`src/ahbPkg.sv`:
```
// AHB-Lite side types for 32-bit word transfers only; no size, burst, protection or response
`default_nettype none

package ahbPkg;

	// byte address, the same width on the AHB and APB sides
	typedef logic [31:0] ahbAddrT;

	// data word in either direction
	typedef logic [31:0] ahbDataT;

	typedef enum logic [1:0]
	{
		htIdle   = 2'b00,
		htBusy   = 2'b01,
		htNonseq = 2'b10,
		htSeq    = 2'b11
	} htransT;

	// one accepted address phase
	// sel is one-hot in the same bit order as apbPkg pselT
	typedef struct packed
	{
		ahbAddrT    addr;
		logic       write;
		logic [2:0] sel;
	} ahbPipeT;

endpackage

`default_nettype wire

```
`src/apbPkg.sv`:
```
// APB2 request bus, controller states and map of three 64 MiB regions; no PREADY or PSLVERR
`default_nettype none

package apbPkg;

	import ahbPkg::*;

	// one-hot peripheral select
	typedef logic [2:0] pselT;

	localparam pselT selRegFile0 = 3'b001;
	localparam pselT selRegFile1 = 3'b010;
	localparam pselT selTimer    = 3'b100;

	// region bases, only bits above regionLsb are decoded
	localparam ahbAddrT regFileBase  = 32'h8000_0000;
	localparam ahbAddrT regFile1Base = 32'h8400_0000;
	localparam ahbAddrT timerBase    = 32'h8800_0000;
	localparam int regionLsb = 26;

	typedef struct packed
	{
		ahbAddrT Paddr;
		ahbDataT Pwdata;
		logic    Pwrite;
		pselT    Pselx;
		logic    Penable;
	} apbReqT;

	typedef enum logic [2:0]
	{
		stIdle            = 3'b000,
		stWriteWait       = 3'b001,
		stRead            = 3'b010,
		stWrite           = 3'b011,
		stWritePipe       = 3'b100,
		stReadEnable      = 3'b101,
		stWriteEnable     = 3'b110,
		stWriteEnablePipe = 3'b111
	} apbStateT;

endpackage

`default_nettype wire

```
`src/ahbSlaveInterface.sv`:
```
// single-slave AHB-Lite port: Hreadyin must follow Hreadyout; current stage is the live phase
`timescale 1ns/1ps
`default_nettype none

module ahbSlaveInterface
	import ahbPkg::*, apbPkg::*;
(
	input  logic    Hclk,
	input  logic    Hresetn,
	input  ahbAddrT Haddr,
	input  htransT  Htrans,
	input  logic    Hwrite,
	input  ahbDataT Hwdata,
	input  logic    Hreadyin,
	input  ahbDataT prdata0,
	input  ahbDataT prdata1,
	input  ahbDataT prdata2,
	input  pselT    Pselx,
	output logic    valid,
	output ahbPipeT pipeCur,
	output ahbPipeT pipePrev,
	output ahbDataT wdataCur,
	output ahbDataT wdataPrev,
	output ahbDataT Hrdata
);

	pselT selDecode;
	logic active;
	logic wrDataPhase;

	always_comb
	begin
		selDecode = '0;
		if (Haddr[31:regionLsb] == regFileBase[31:regionLsb])
			selDecode = selRegFile0;
		else if (Haddr[31:regionLsb] == regFile1Base[31:regionLsb])
			selDecode = selRegFile1;
		else if (Haddr[31:regionLsb] == timerBase[31:regionLsb])
			selDecode = selTimer;
	end

	// idle and busy phases are never accepted
	assign active = Hreadyin && (Htrans == htNonseq || Htrans == htSeq);
	assign valid = active && (selDecode != '0);

	assign pipeCur = '{addr: Haddr, write: Hwrite, sel: selDecode};
	assign wdataCur = Hwdata;

	always_ff @(posedge Hclk)
	begin
		if (!Hresetn)
		begin
			pipePrev <= '0;
			wrDataPhase <= 1'b0;
		end
		else
		begin
			if (valid)
				pipePrev <= pipeCur;
			wrDataPhase <= valid && Hwrite;
		end
	end

	// write data arrives the cycle after its address
	always_ff @(posedge Hclk)
	begin
		if (wrDataPhase)
			wdataPrev <= Hwdata;
	end

	always_comb
	begin
		case (Pselx)
			selRegFile0: Hrdata = prdata0;
			selRegFile1: Hrdata = prdata1;
			selTimer:    Hrdata = prdata2;
			default:     Hrdata = '0;
		endcase
	end

endmodule

`default_nettype wire

```
`src/apbFsmController.sv`:
```
// APB2 master FSM with registered outputs; assumes Hreadyin follows Hreadyout
`timescale 1ns/1ps
`default_nettype none

module apbFsmController
	import ahbPkg::*, apbPkg::*;
(
	input  logic    Hclk,
	input  logic    Hresetn,
	input  logic    valid,
	input  ahbPipeT pipeCur,
	input  ahbPipeT pipePrev,
	input  ahbDataT wdataCur,
	input  ahbDataT wdataPrev,
	output apbReqT  apbReq,
	output logic    Hreadyout
);

	apbStateT state;
	apbStateT stateNext;
	apbReqT reqNext;
	logic readyNext;

	always_ff @(posedge Hclk)
	begin
		if (!Hresetn)
		begin
			state <= stIdle;
			apbReq <= '0;
			Hreadyout <= 1'b0;
		end
		else
		begin
			state <= stateNext;
			apbReq <= reqNext;
			Hreadyout <= readyNext;
		end
	end

	// outputs hold unless a transition changes them
	always_comb
	begin
		stateNext = state;
		reqNext = apbReq;
		readyNext = Hreadyout;
		case (state)
			// the bus is free in these states, so look at the live phase
			stIdle, stReadEnable, stWriteEnable:
			begin
				reqNext.Pselx = '0;
				reqNext.Penable = 1'b0;
				readyNext = 1'b1;
				stateNext = stIdle;
				if (valid && !pipeCur.write)
				begin
					reqNext.Paddr = pipeCur.addr;
					reqNext.Pwrite = 1'b0;
					reqNext.Pselx = pipeCur.sel;
					readyNext = 1'b0;
					stateNext = stRead;
				end
				else if (valid)
				begin
					stateNext = stWriteWait;
				end
			end

			// data of the accepted write is on Hwdata now
			stWriteWait:
			begin
				reqNext.Paddr = pipePrev.addr;
				reqNext.Pwdata = wdataCur;
				reqNext.Pwrite = 1'b1;
				reqNext.Pselx = pipePrev.sel;
				reqNext.Penable = 1'b0;
				readyNext = 1'b0;
				stateNext = valid ? stWritePipe : stWrite;
			end

			stRead:
			begin
				reqNext.Penable = 1'b1;
				readyNext = 1'b1;
				stateNext = stReadEnable;
			end

			stWrite:
			begin
				reqNext.Penable = 1'b1;
				readyNext = 1'b1;
				stateNext = stWriteEnable;
			end

			// a pending read must not see its data phase end early
			stWritePipe:
			begin
				reqNext.Penable = 1'b1;
				readyNext = pipePrev.write;
				stateNext = stWriteEnablePipe;
			end

			stWriteEnablePipe:
			begin
				reqNext.Paddr = pipePrev.addr;
				reqNext.Pselx = pipePrev.sel;
				reqNext.Penable = 1'b0;
				readyNext = 1'b0;
				if (pipePrev.write)
				begin
					reqNext.Pwdata = wdataPrev;
					reqNext.Pwrite = 1'b1;
					stateNext = valid ? stWritePipe : stWrite;
				end
				else
				begin
					reqNext.Pwrite = 1'b0;
					stateNext = stRead;
				end
			end

			default:
			begin
				reqNext = '0;
				readyNext = 1'b1;
				stateNext = stIdle;
			end
		endcase
	end

endmodule

`default_nettype wire

```
`src/apbRegFile.sv`:
```
// APB word register file; regWords must be a power of two, higher addresses alias
`timescale 1ns/1ps
`default_nettype none

module apbRegFile
	import ahbPkg::*, apbPkg::*;
#(
	parameter int regWords = 16
)
(
	input  logic    Hclk,
	input  logic    Hresetn,
	input  apbReqT  apbReq,
	input  logic    sel,
	output ahbDataT prdata
);

	localparam int idxBits = (regWords > 1) ? $clog2(regWords) : 1;

	typedef logic [idxBits-1:0] regIdxT;

	ahbDataT regs [regWords];
	regIdxT idx;

	// word number modulo depth
	assign idx = apbReq.Paddr[idxBits+1:2];

	always_ff @(posedge Hclk)
	begin
		if (!Hresetn)
		begin
			for (int i = 0; i < regWords; i++)
				regs[i] <= '0;
		end
		else if (sel && apbReq.Penable && apbReq.Pwrite)
		begin
			regs[idx] <= apbReq.Pwdata;
		end
	end

	assign prdata = sel ? regs[idx] : '0;

endmodule

`default_nettype wire

```
`src/apbTimer.sv`:
```
// APB down-counter; timerWidth up to 32, an APB write wins over the count on the same edge
`timescale 1ns/1ps
`default_nettype none

module apbTimer
	import ahbPkg::*, apbPkg::*;
#(
	parameter int timerWidth = 16
)
(
	input  logic    Hclk,
	input  logic    Hresetn,
	input  apbReqT  apbReq,
	input  logic    sel,
	output ahbDataT prdata,
	output logic    timerIrq
);

	localparam logic [1:0] offLoad   = 2'd0;
	localparam logic [1:0] offCtrl   = 2'd1;
	localparam logic [1:0] offCount  = 2'd2;
	localparam logic [1:0] offStatus = 2'd3;

	typedef logic [timerWidth-1:0] countT;

	countT loadVal;
	countT count;
	logic enable;
	logic autoReload;
	logic irqEnable;
	logic expired;
	logic wrEn;
	logic expire;
	logic [1:0] offset;

	assign offset = apbReq.Paddr[3:2];
	assign wrEn = sel && apbReq.Penable && apbReq.Pwrite;
	// last decrement reaches zero on this edge
	assign expire = enable && (count <= countT'(1));

	always_ff @(posedge Hclk)
	begin
		if (!Hresetn)
		begin
			loadVal <= '0;
			count <= '0;
			enable <= 1'b0;
			autoReload <= 1'b0;
			irqEnable <= 1'b0;
			expired <= 1'b0;
		end
		else
		begin
			if (expire)
			begin
				count <= autoReload ? loadVal : '0;
				enable <= autoReload;
			end
			else if (enable)
			begin
				count <= count - 1'b1;
			end
			if (wrEn && offset == offLoad)
			begin
				loadVal <= apbReq.Pwdata[timerWidth-1:0];
				count <= apbReq.Pwdata[timerWidth-1:0];
			end
			if (wrEn && offset == offCtrl)
			begin
				enable <= apbReq.Pwdata[0];
				autoReload <= apbReq.Pwdata[1];
				irqEnable <= apbReq.Pwdata[2];
			end
			// set beats write-1-to-clear
			if (expire)
				expired <= 1'b1;
			else if (wrEn && offset == offStatus && apbReq.Pwdata[0])
				expired <= 1'b0;
		end
	end

	always_comb
	begin
		prdata = '0;
		if (sel)
		begin
			case (offset)
				offLoad:   prdata = ahbDataT'(loadVal);
				offCtrl:   prdata = {29'b0, irqEnable, autoReload, enable};
				offCount:  prdata = ahbDataT'(count);
				offStatus: prdata = {31'b0, expired};
			endcase
		end
	end

	assign timerIrq = expired && irqEnable;

endmodule

`default_nettype wire

```
`src/bridgeTop.sv`:
```
// AHB-Lite to APB2 bridge with two register files and a timer; Hreadyin must follow Hreadyout
`timescale 1ns/1ps
`default_nettype none

module bridgeTop
	import ahbPkg::*, apbPkg::*;
#(
	parameter int regFile0Words = 16,
	parameter int regFile1Words = 8,
	parameter int timerWidth = 16
)
(
	input  logic    Hclk,
	input  logic    Hresetn,
	input  ahbAddrT Haddr,
	input  htransT  Htrans,
	input  logic    Hwrite,
	input  ahbDataT Hwdata,
	input  logic    Hreadyin,
	output ahbDataT Hrdata,
	output logic    Hreadyout,
	output logic    timerIrq
);

	logic valid;
	ahbPipeT pipeCur;
	ahbPipeT pipePrev;
	ahbDataT wdataCur;
	ahbDataT wdataPrev;
	apbReqT apbReq;
	ahbDataT prdata0;
	ahbDataT prdata1;
	ahbDataT prdata2;

	ahbSlaveInterface u_ahbSlaveInterface
	(
		.Hclk      (Hclk),
		.Hresetn   (Hresetn),
		.Haddr     (Haddr),
		.Htrans    (Htrans),
		.Hwrite    (Hwrite),
		.Hwdata    (Hwdata),
		.Hreadyin  (Hreadyin),
		.prdata0   (prdata0),
		.prdata1   (prdata1),
		.prdata2   (prdata2),
		.Pselx     (apbReq.Pselx),
		.valid     (valid),
		.pipeCur   (pipeCur),
		.pipePrev  (pipePrev),
		.wdataCur  (wdataCur),
		.wdataPrev (wdataPrev),
		.Hrdata    (Hrdata)
	);

	apbFsmController u_apbFsmController
	(
		.Hclk      (Hclk),
		.Hresetn   (Hresetn),
		.valid     (valid),
		.pipeCur   (pipeCur),
		.pipePrev  (pipePrev),
		.wdataCur  (wdataCur),
		.wdataPrev (wdataPrev),
		.apbReq    (apbReq),
		.Hreadyout (Hreadyout)
	);

	// select bit order follows apbPkg selRegFile0, selRegFile1, selTimer
	apbRegFile #(.regWords(regFile0Words)) u_regFile0
	(
		.Hclk    (Hclk),
		.Hresetn (Hresetn),
		.apbReq  (apbReq),
		.sel     (apbReq.Pselx[0]),
		.prdata  (prdata0)
	);

	apbRegFile #(.regWords(regFile1Words)) u_regFile1
	(
		.Hclk    (Hclk),
		.Hresetn (Hresetn),
		.apbReq  (apbReq),
		.sel     (apbReq.Pselx[1]),
		.prdata  (prdata1)
	);

	apbTimer #(.timerWidth(timerWidth)) u_timer
	(
		.Hclk     (Hclk),
		.Hresetn  (Hresetn),
		.apbReq   (apbReq),
		.sel      (apbReq.Pselx[2]),
		.prdata   (prdata2),
		.timerIrq (timerIrq)
	);

endmodule

`default_nettype wire
```
`config.mk`:
```
export PLATFORM = sky130hd
export DESIGN_NAME = bridgeTop
export DESIGN_NICKNAME = d
export VERILOG_FILES = /design/src/ahbPkg.sv /design/src/apbPkg.sv /design/src/ahbSlaveInterface.sv /design/src/apbFsmController.sv /design/src/apbRegFile.sv /design/src/apbTimer.sv /design/src/bridgeTop.sv
export SDC_FILE = /design/constraint.sdc
export NUM_CORES = 1
export LEC_CHECK = 0
export ABC_AREA = 0
export BUFFER_PORTS_ARGS = -buffer_cell sky130_fd_sc_hd__buf_2
export CORE_ASPECT_RATIO = 0.5
export CORE_MARGIN = 5
export CORE_UTILIZATION = 65
export CTS_BUF_LIST = sky130_fd_sc_hd__clkbuf_8
export DETAILED_ROUTE_END_ITERATION = 16
export HOLD_SLACK_MARGIN = 0.08
export PLACE_DENSITY = 0.8
export SLEW_MARGIN = 10
export SYNTH_ARGS = -nofsm -noshare
export SYNTH_HDL_FRONTEND = slang
export SYNTH_SLANG_ARGS = --single-unit
```
`constraint.sdc`:
```
create_clock -name Hclk -period 9.75 [get_ports Hclk]
set_input_delay 0.4875 -clock Hclk [delete_from_list [all_inputs] [get_ports Hclk]]
set_output_delay 0.4875 -clock Hclk [all_outputs]
set_load 0.02 [all_outputs]
```
Word-level counts from Yosys, hierarchy flattened --
Memory sizes are Yosys's and may differ from the RTL's. A register that Yosys moved wholly into a read port is not among the register bits. Index checks and enable logic that the tools add are counted.
Storage, ports and cells: register bits 126, bits in writable memories 768, word-level logic and storage cells 127, memories kept 2
Operators by class: add/sub/neg operators 1, $lt $le $gt $ge 1, equality and inequality tests 20, muxes and demuxes 48, reduce and logical (&&, ||, !) cells 37
Memory list:
- u_regFile0.regs | depth 16, bits a word 32, rd ports 1, clocked after memory_dff 1, write ports 16, line apbRegFile.sv:22 | ahbDataT regs [regWords];
- u_regFile1.regs | depth 8, bits a word 32, rd ports 1, clocked after memory_dff 1, write ports 8, line apbRegFile.sv:22
Operator list (count):
- two-way mux 32 bit | 6
- case mux 32 bit (4 select lines) | 1
- case mux 32 bit (3 select lines) | 1
- two-way mux 16 bit | 4
- case mux 32 bit (2 select lines) | 1
- OR reduction 32 bit | 2
- two-way mux 3 bit | 9
- == test 6 bit, second input constant | 3
- case mux 3 bit (6 select lines) | 1
- less-or-equal comparator 16 x 1 -> 1 bit, second input constant | 1
- logical AND 1 bit | 16
- two-way mux 1 bit | 16
- two-way mux 4 bit | 4
- subtractor 16 x 1 -> 16 bit, second input constant | 1
- == test 3 bit, second input constant | 5
- case mux 4 bit (3 select lines) | 1
- case mux 6 bit (2 select lines) | 1
- == test 3 x 2 -> 1 bit, second input constant | 3
- nonzero test 3 bit | 3
- == test 2 bit, second input constant | 4
- nonzero test 2 bit | 4
- == test 3 x 1 -> 1 bit, second input constant | 2
- two-way mux 6 bit | 1
- AND reduction 2 bit | 3
- 12 further kinds | 14

Depth between registers and ports, before layout --
Gate-level depths: netlist of run 1.
word-level depth 11, depth in mapped cells 8, mapped depth without buffers 7

Cells and area by module --
Synthesis of run 1 repeated with hierarchy kept, for this count alone.
Unflattened totals: cell total of the unflattened synthesis 3514, area total of the unflattened synthesis 45024.4 um2
Modules (own cells, without submodules):
- apbRegFile (u_regFile0) | instances 1, cells an instance 1529, area an instance 23372.4 um2
- apbRegFile (u_regFile1) | instances 1, cells an instance 911, area an instance 11991.5 um2
- apbFsmController | instances 1, cells an instance 387, area an instance 3627.2 um2
- ahbSlaveInterface | instances 1, cells an instance 362, area an instance 3515.9 um2
- apbTimer | instances 1, cells an instance 325, area an instance 2517.4 um2

Least setup slack after synthesis of run 1 --
Ideal clock, no wire load.
path kind input port to flip-flop, start input Hresetn, end memory u_regFile0.regs[6][0] in the netlist's numbering, enable pin, library setup time 466 ps, arrival 3405 ps, data required time 9284 ps, slack 5879 ps, stages 4, buffers on the path 1, cell sequence nand4_1 or2_2 clkbuf_1 o21ai_0
RTL lines:
- start, declared | line bridgeTop.sv:14 | input logic Hresetn,
- end, declared | line apbRegFile.sv:22

==> results.cfg, run 1 <==
[routing]
wl_mm = 102
wl_per_cell_um = 27.3
drt_iter0_markers = 3189
dr.pass1.iters = 6
drc = 0
drtAntennaViolNets = 0
vias = 23924
vias_per_cell = 6.43

[floorplan]
die_w_um = 363
io_pins = 104
num_rows = 64
dieArea_um2 = 67500
dieHeight_um = 186
start_util_pct = 65.9
fp.coreArea_um2 = 61300

[setup_path]
timing.rr.end = u_regFile0.regs[11][25]
r2r-start = u_apbFsmController.apbReq[1]
path_max_fanout = 96
path_class = reg -> out
critical_path_required_ps = 9260
cp-end-kind = output port
crit_path_start_kind = flip-flop
critPathArrivalTime_ps = 4400
r2r_setup_slack_ps = 6320
reg2regPathDepth = 6

[worst_hold_path]
hold_depth = 5
hp-class = in -> reg
hold_end = u_ahbSlaveInterface.pipePrev[1]
hold_start = Htrans[1]

[synth]
yosysUniqueCellTypes = 63
yosys_warnings = 0
synth_top_family_by_area = simple AND/OR/NAND/NOR gates
synth_top_area_cell = edfxtp_1
syn_inst = 2745
synth-edff-count = 800
async_flop_share_pct = 0
syn_avg_cell_area_um2 = 14.7
synth_fp_nets = 2817
synth_adder_area_share_pct = 0.0619
synth_area_um2 = 40400
yosysMostFrequentCell = edfxtp_1
ys_ff_latch = 894
synth_area_leaders = edfxtp_1, and2_1, mux4_2
seq_area_frac_synth_pct = 64.1
synth_common_cells = edfxtp_1, and2_1, clkbuf_1
synthSimpleGateAreaFrac_pct = 14.8
synth_xor_area_share_pct = 0.282
synth_top_area_share_pct = 59.5
synth_compound_area_share_pct = 3.50
ys.flop_type = edfxtp_1
synthMuxAreaShare_pct = 14.6

[place]
numPortBuffers = 80
dp.cells = 3457
gp_congestion = 0.835
dp_hpwl_mm = 56.5

[power]
switching_power_w = 0.00286
p_int_w = 0.00650
swShare_pct = 30.6
vdd_drop_max_mv = 0.165
p_leak_nw = 16.0
power_density_nw_per_um2 = 212
seqPwrFrac_pct = 51.7
p_clk_share_pct = 29.3
p_comb_share_pct = 19.0

[final_layout]
diodes = 0
final_cells = 3718
drive_above_1_share_pct = 19.2
multiInputGateArea_um2 = 13800
fin_nets = 2864
regArea_um2 = 25900
nFillCells = 3947
area_growth_pct = 9.56

[sta]
timing.fmax_mhz = 205
hold_viol = 0
worstMarginPinSlew_ps = 1250
finalSetupViolCount = 0
slew_headroom_pct = 16.6
finalCriticalPeriod_ps = 4880
fin_crit_sh_pct = 50.1
rsz0062_at_grt = false
fin_tns_setup_ps = 0
slew_viol_final = 0
fin_skew_ps = 15.9

[clock_tree]
tritoncts = done
path_clk_slew_ps = 70
cts_resized = 0
numCtsBuffers = 119
h-tree-depth = 3
clock_latency_ps = 750
cts_max_path_buffers = 3
cts.sinks = 894
clock_tree.root_cell = clkbuf_8

[run]
max_cap_violations = 0

[grt]
grt_pass1_vias = 24335
globalRouteTotalUtil_pct = 30.8
antenna_found_initial = 5
grt_overflow = 0
grt_max_degree = 97
grt_pass1_wl_mm = 152

[outcome]
status = complete, no violations
[how the worst max path moves through the flow]
stage                     depth (start not counted)       from  slack [ps]               endpoint
after floorplan                                   4    Hresetn        5880  u_regFile0.regs[6][0]
after global placement                            7  flip-flop        5540             Hrdata[21]
after detailed placement                          7  flip-flop        5540             Hrdata[21]
after CTS                                         7  flip-flop        4730             Hrdata[21]
after global routing                              7  flip-flop        4470             Hrdata[21]
final                                             7  flip-flop        4870             Hrdata[21]
[through the flow]
step,total power (W),cell area [µm²],hold slack (ps),setup slack (ps),util [%]
finish,0.00936,44300,354,4870,72.2
global route,0.00971,44300,409,4470,72.2
CTS,0.00935,44300,311,4730,72.2
detailed placement,0.00668,41600,462,5540,67.8
global placement,0.00663,41600,453,5540,67.8
floorplan,0.00608,40400,444,5880,-
[power by group through the flow]
stage / registers, W / clock network (W) / logic, W
after floorplan: 0.00452 / 0 / 0.00156
after global placement: 0.00489 / 0 / 0.00174
after detailed placement: 0.00492 / 0 / 0.00176
after CTS: 0.00484 / 0.00274 / 0.00178
after global routing: 0.00489 / 0.00294 / 0.00188
final: 0.00484 / 0.00274 / 0.00178
[state kept, by name (all words and copies together) (netlist names), 3 cells and up, named ones only]
register,cells
u_regFile0.regs,512
u_regFile1.regs,256
u_apbFsmController.apbReq,41
u_ahbSlaveInterface.wdataPrev,32
u_timer.count,16
u_timer.loadVal,16
u_ahbSlaveInterface.pipePrev,8
u_apbFsmController.state,3
[metal layers]
layer | vias to the layer above | track usage (%) | share of wire (%) | wire [µm]
met3 | 195 | 8.68 | 13 | 13300
met5 | - | 0 | 0.011 | 11
met2 | 1537 | 47.8 | 46 | 46600
met4 | 2 | 10.3 | 3.1 | 3150
met1 | 11975 | 43.2 | 38 | 38500
li1 | 10215 | - | - | -
[final cells by class]
cell class / count / share of cell area, %
Inverter: 11 / 0.0933
Timing Repair Buffer: 178 / 2.82
Clock buffer: 132 / 4.10
Tap cell: 825 / 2.33
Sequential cell: 894 / 58.5
Multi-Input combinational cell: 1588 / 31.1
Clock inverter: 90 / 1.01
[timing repair]
item / CTS / global route
buffers inserted: 0 / 0
hold buffers: 39 / 0
endpoints found under the setup margin: 0 / 0
hold endpoints to repair: 57 / 0
[worst max-delay path, stage by stage, from the launching register on]
cell and delay, ps:
dfxtp_4 630, buf_12 620, buf_4 790, mux4_2 590, mux2i_1 250, o22a_1 160, o21ai_0 200, buf_2 240
[cell families (layout without fill, tap and decap cells)]
kind of cell / count (synthesis) / in the layout
multiplexers: 346 / 346
AO/OA/AOI/OAI: 210 / 210
buffers and inverters: 263 / 411
flip-flops: 894 / 894
adder cells (fa/ha/maj): 2 / 2
AND/OR/NAND/NOR: 1017 / 1017
XOR/XNOR: 13 / 13
[layout by cell type, fill, tap and decap left out, types with 6 or more instances in the layout]
cell,count
edfxtp_1,800
and2_1,770
mux4_2,193
mux2i_1,152
clkbuf_8,132
dfxtp_1,90
buf_2,80
nand2_1,77
nor2_1,67
buf_4,58
inv_1,46
dlygate4sd3_1,39
a211oi_1,38
clkinv_1,34
o22ai_1,32
o21ai_0,31
a21oi_1,30
o21ai_4,18
o22a_1,17
or2_1,15
clkinv_2,14
nor2_2,13
nand4_1,9
nand3_1,9
xor2_1,9
nor3_1,8
o221ai_1,8
nor3_2,7
a22oi_1,7
nand2b_2,6
Power figures use the tool's default switching activity.
==> run 2: changes to the inputs <==
- clock period: 9.75 -> 4.5 ns (I/O delays scaled with it)
==> run 2 against run 1 <==
Net effect:
- worst setup slack got worse by 4300 ps
- sequential power rose by 120%
- first-iteration DRC count rose by 2.1%
- global-route usage fell by 0.12 points
- largest cell class unchanged
==> results.cfg, run 2 (synthesis gave the netlist of run 1 again) <==
[outcome]
status = complete, no violations

[sta]
fin_ws_ps = 559
finalCriticalPeriod_ps = 3940
slew_viol_final = 0
fin_tns_setup_ps = 0
rsz0062_at_grt = false
worstMarginPinSlew_ps = 1200
timing.fmax_mhz = 254
fin_skew_ps = 40.6
hold_viol = 0
finalSetupViolCount = 0
fin_crit_sh_pct = 87.6
slew_headroom_pct = 20.2

[power]
power_density_nw_per_um2 = 457
p_leak_nw = 16.3
vdd_drop_max_mv = 0.313

[setup_path]
r2r_setup_slack_ps = 1400
crit_path_start_kind = flip-flop
reg2regPathDepth = 3
critical_path_required_ps = 4280
path_max_fanout = 46
cp_cell_sequence = buf_4 > mux4_2 > mux2i_1 > nor2_1 > a31oi_1 > nand2_1 > buf_2
crit_path_top_delay_cell = dfxtp_4
timing.rr.end = u_regFile0.regs[7][26]
path_class = reg -> out
r2r-start = u_apbFsmController.apbReq[40]
slowest_delay_ps = 900
critPathArrivalTime_ps = 3720
crit_family = flip-flops
crit_buf_inv = 2
cp-end-kind = output port

[place]
postPlaceCellArea_um2 = 41900
numPortBuffers = 80
dp_hpwl_mm = 59.4
place_ws_ps = 1440
gp_congestion = 0.811

[clock_tree]
cts_resized = 0
tritoncts = done
h-tree-depth = 3
numCtsBuffers = 119
clock_tree.root_cell = clkbuf_8
cts.sinks = 894
cts_setup_buffers = 0
clock_latency_ps = 780
ctsHoldBuffers = 46
cts_max_path_buffers = 3
path_clk_slew_ps = 70

[grt]
grt_max_degree = 61
globalRouteTotalUtil_pct = 30.7
grt_pass1_vias = 24562
grt_pass1_wl_mm = 152
antenna_found_initial = 4
grt_overflow = 0

[worst_hold_path]
hp-class = in -> reg
hold_depth = 6
hold_end = u_apbFsmController.apbReq[3]
hold_start = Haddr[29]

[routing]
wl_per_cell_um = 27.2
vias_per_cell = 6.41
drtAntennaViolNets = 0
dr.pass1.iters = 6
drt_iter0_markers = 3257
drc = 0
vias = 24088
wl_mm = 102

[final_layout]
top_register = u_regFile0.regs
largest_reg_flops = 512
biggestRegsByFlops = u_regFile0.regs (512), u_regFile1.regs (256), u_apbFsmController.apbReq (41)
final_cell_area_um2 = 44600
drive_above_1_share_pct = 20.2
fin_nets = 2903
final_cell_mix = edfxtp_1, and2_1, mux4_2
area_growth_pct = 10.4
final_common_cell = edfxtp_1

[floorplan]
num_rows = 64
fp.coreArea_um2 = 61300
die_w_um = 363
io_pins = 104
start_util_pct = 65.9
dieHeight_um = 186
dieArea_um2 = 67500

[run]
max_cap_violations = 0
-- run 2: how the worst max path moves through the flow --
| stage | startpoint | to | slack (ps) | depth (start not counted) |
|---|---|---|---|---|
| 3_5_place_dp | flip-flop | Hrdata[0] | 1440 | 7 |
| 6_report | flip-flop | Hrdata[0] | 560 | 7 |
| 4_1_cts | flip-flop | Hrdata[28] | 620 | 7 |
| 2_1_floorplan | u_apbFsmController.apbReq[1] | u_regFile0.regs[6][0] | 730 | 4 |
| 5_1_grt | flip-flop | Hrdata[21] | 490 | 7 |
| 3_3_place_gp | flip-flop | Hrdata[28] | 1470 | 7 |
-- run 2: worst min-delay path: cells and delay by family --
family                 cells  cell delay [ps]
buffers and inverters      1               70
AND/OR/NAND/NOR            4              500
AO/OA/AOI/OAI              1               80
-- run 2: layer usage --
layer,vias to the layer above,routed length [µm],GRT usage [%]
met1,12061,38700,42.1
met4,4,3440,10.1
met2,1520,47100,48.5
met5,-,101,0.811
met3,214,13000,8.82
li1,10289,-,-
-- run 2: through the flow --
step,hold WS (ps),util (%),cells,power [W]
3_5_place_dp,420,68.3,3489,0.0147
2_1_floorplan,324,-,2745,0.0132
5_1_grt,123,72.7,3758,0.0211
3_3_place_gp,417,68.3,3489,0.0146
6_report,166,72.7,3759,0.0204
4_1_cts,82.8,72.7,3758,0.0204
-- run 2: power breakdown --
part / switching, W / total (W) / internal [W]
Combinational: 0.00203 / 0.00396 / 0.00193
Clock: 0.00308 / 0.00584 / 0.00277
Sequential: 0.00116 / 0.0106 / 0.00941
Total: 0.00627 / 0.0204 / 0.0141
-- run 2: layout make-up --
type | count | area (µm²)
repair buffers | 217 | 1630
clock inverters | 87 | 384
inverters | 11 | 41.3
diodes | 1 | 2.50
flip-flops and latches | 894 | 25900
well taps | 825 | 1030
multi-input cells | 1588 | 13700
clock buffers | 136 | 1870
fillers | 3759 | 16700
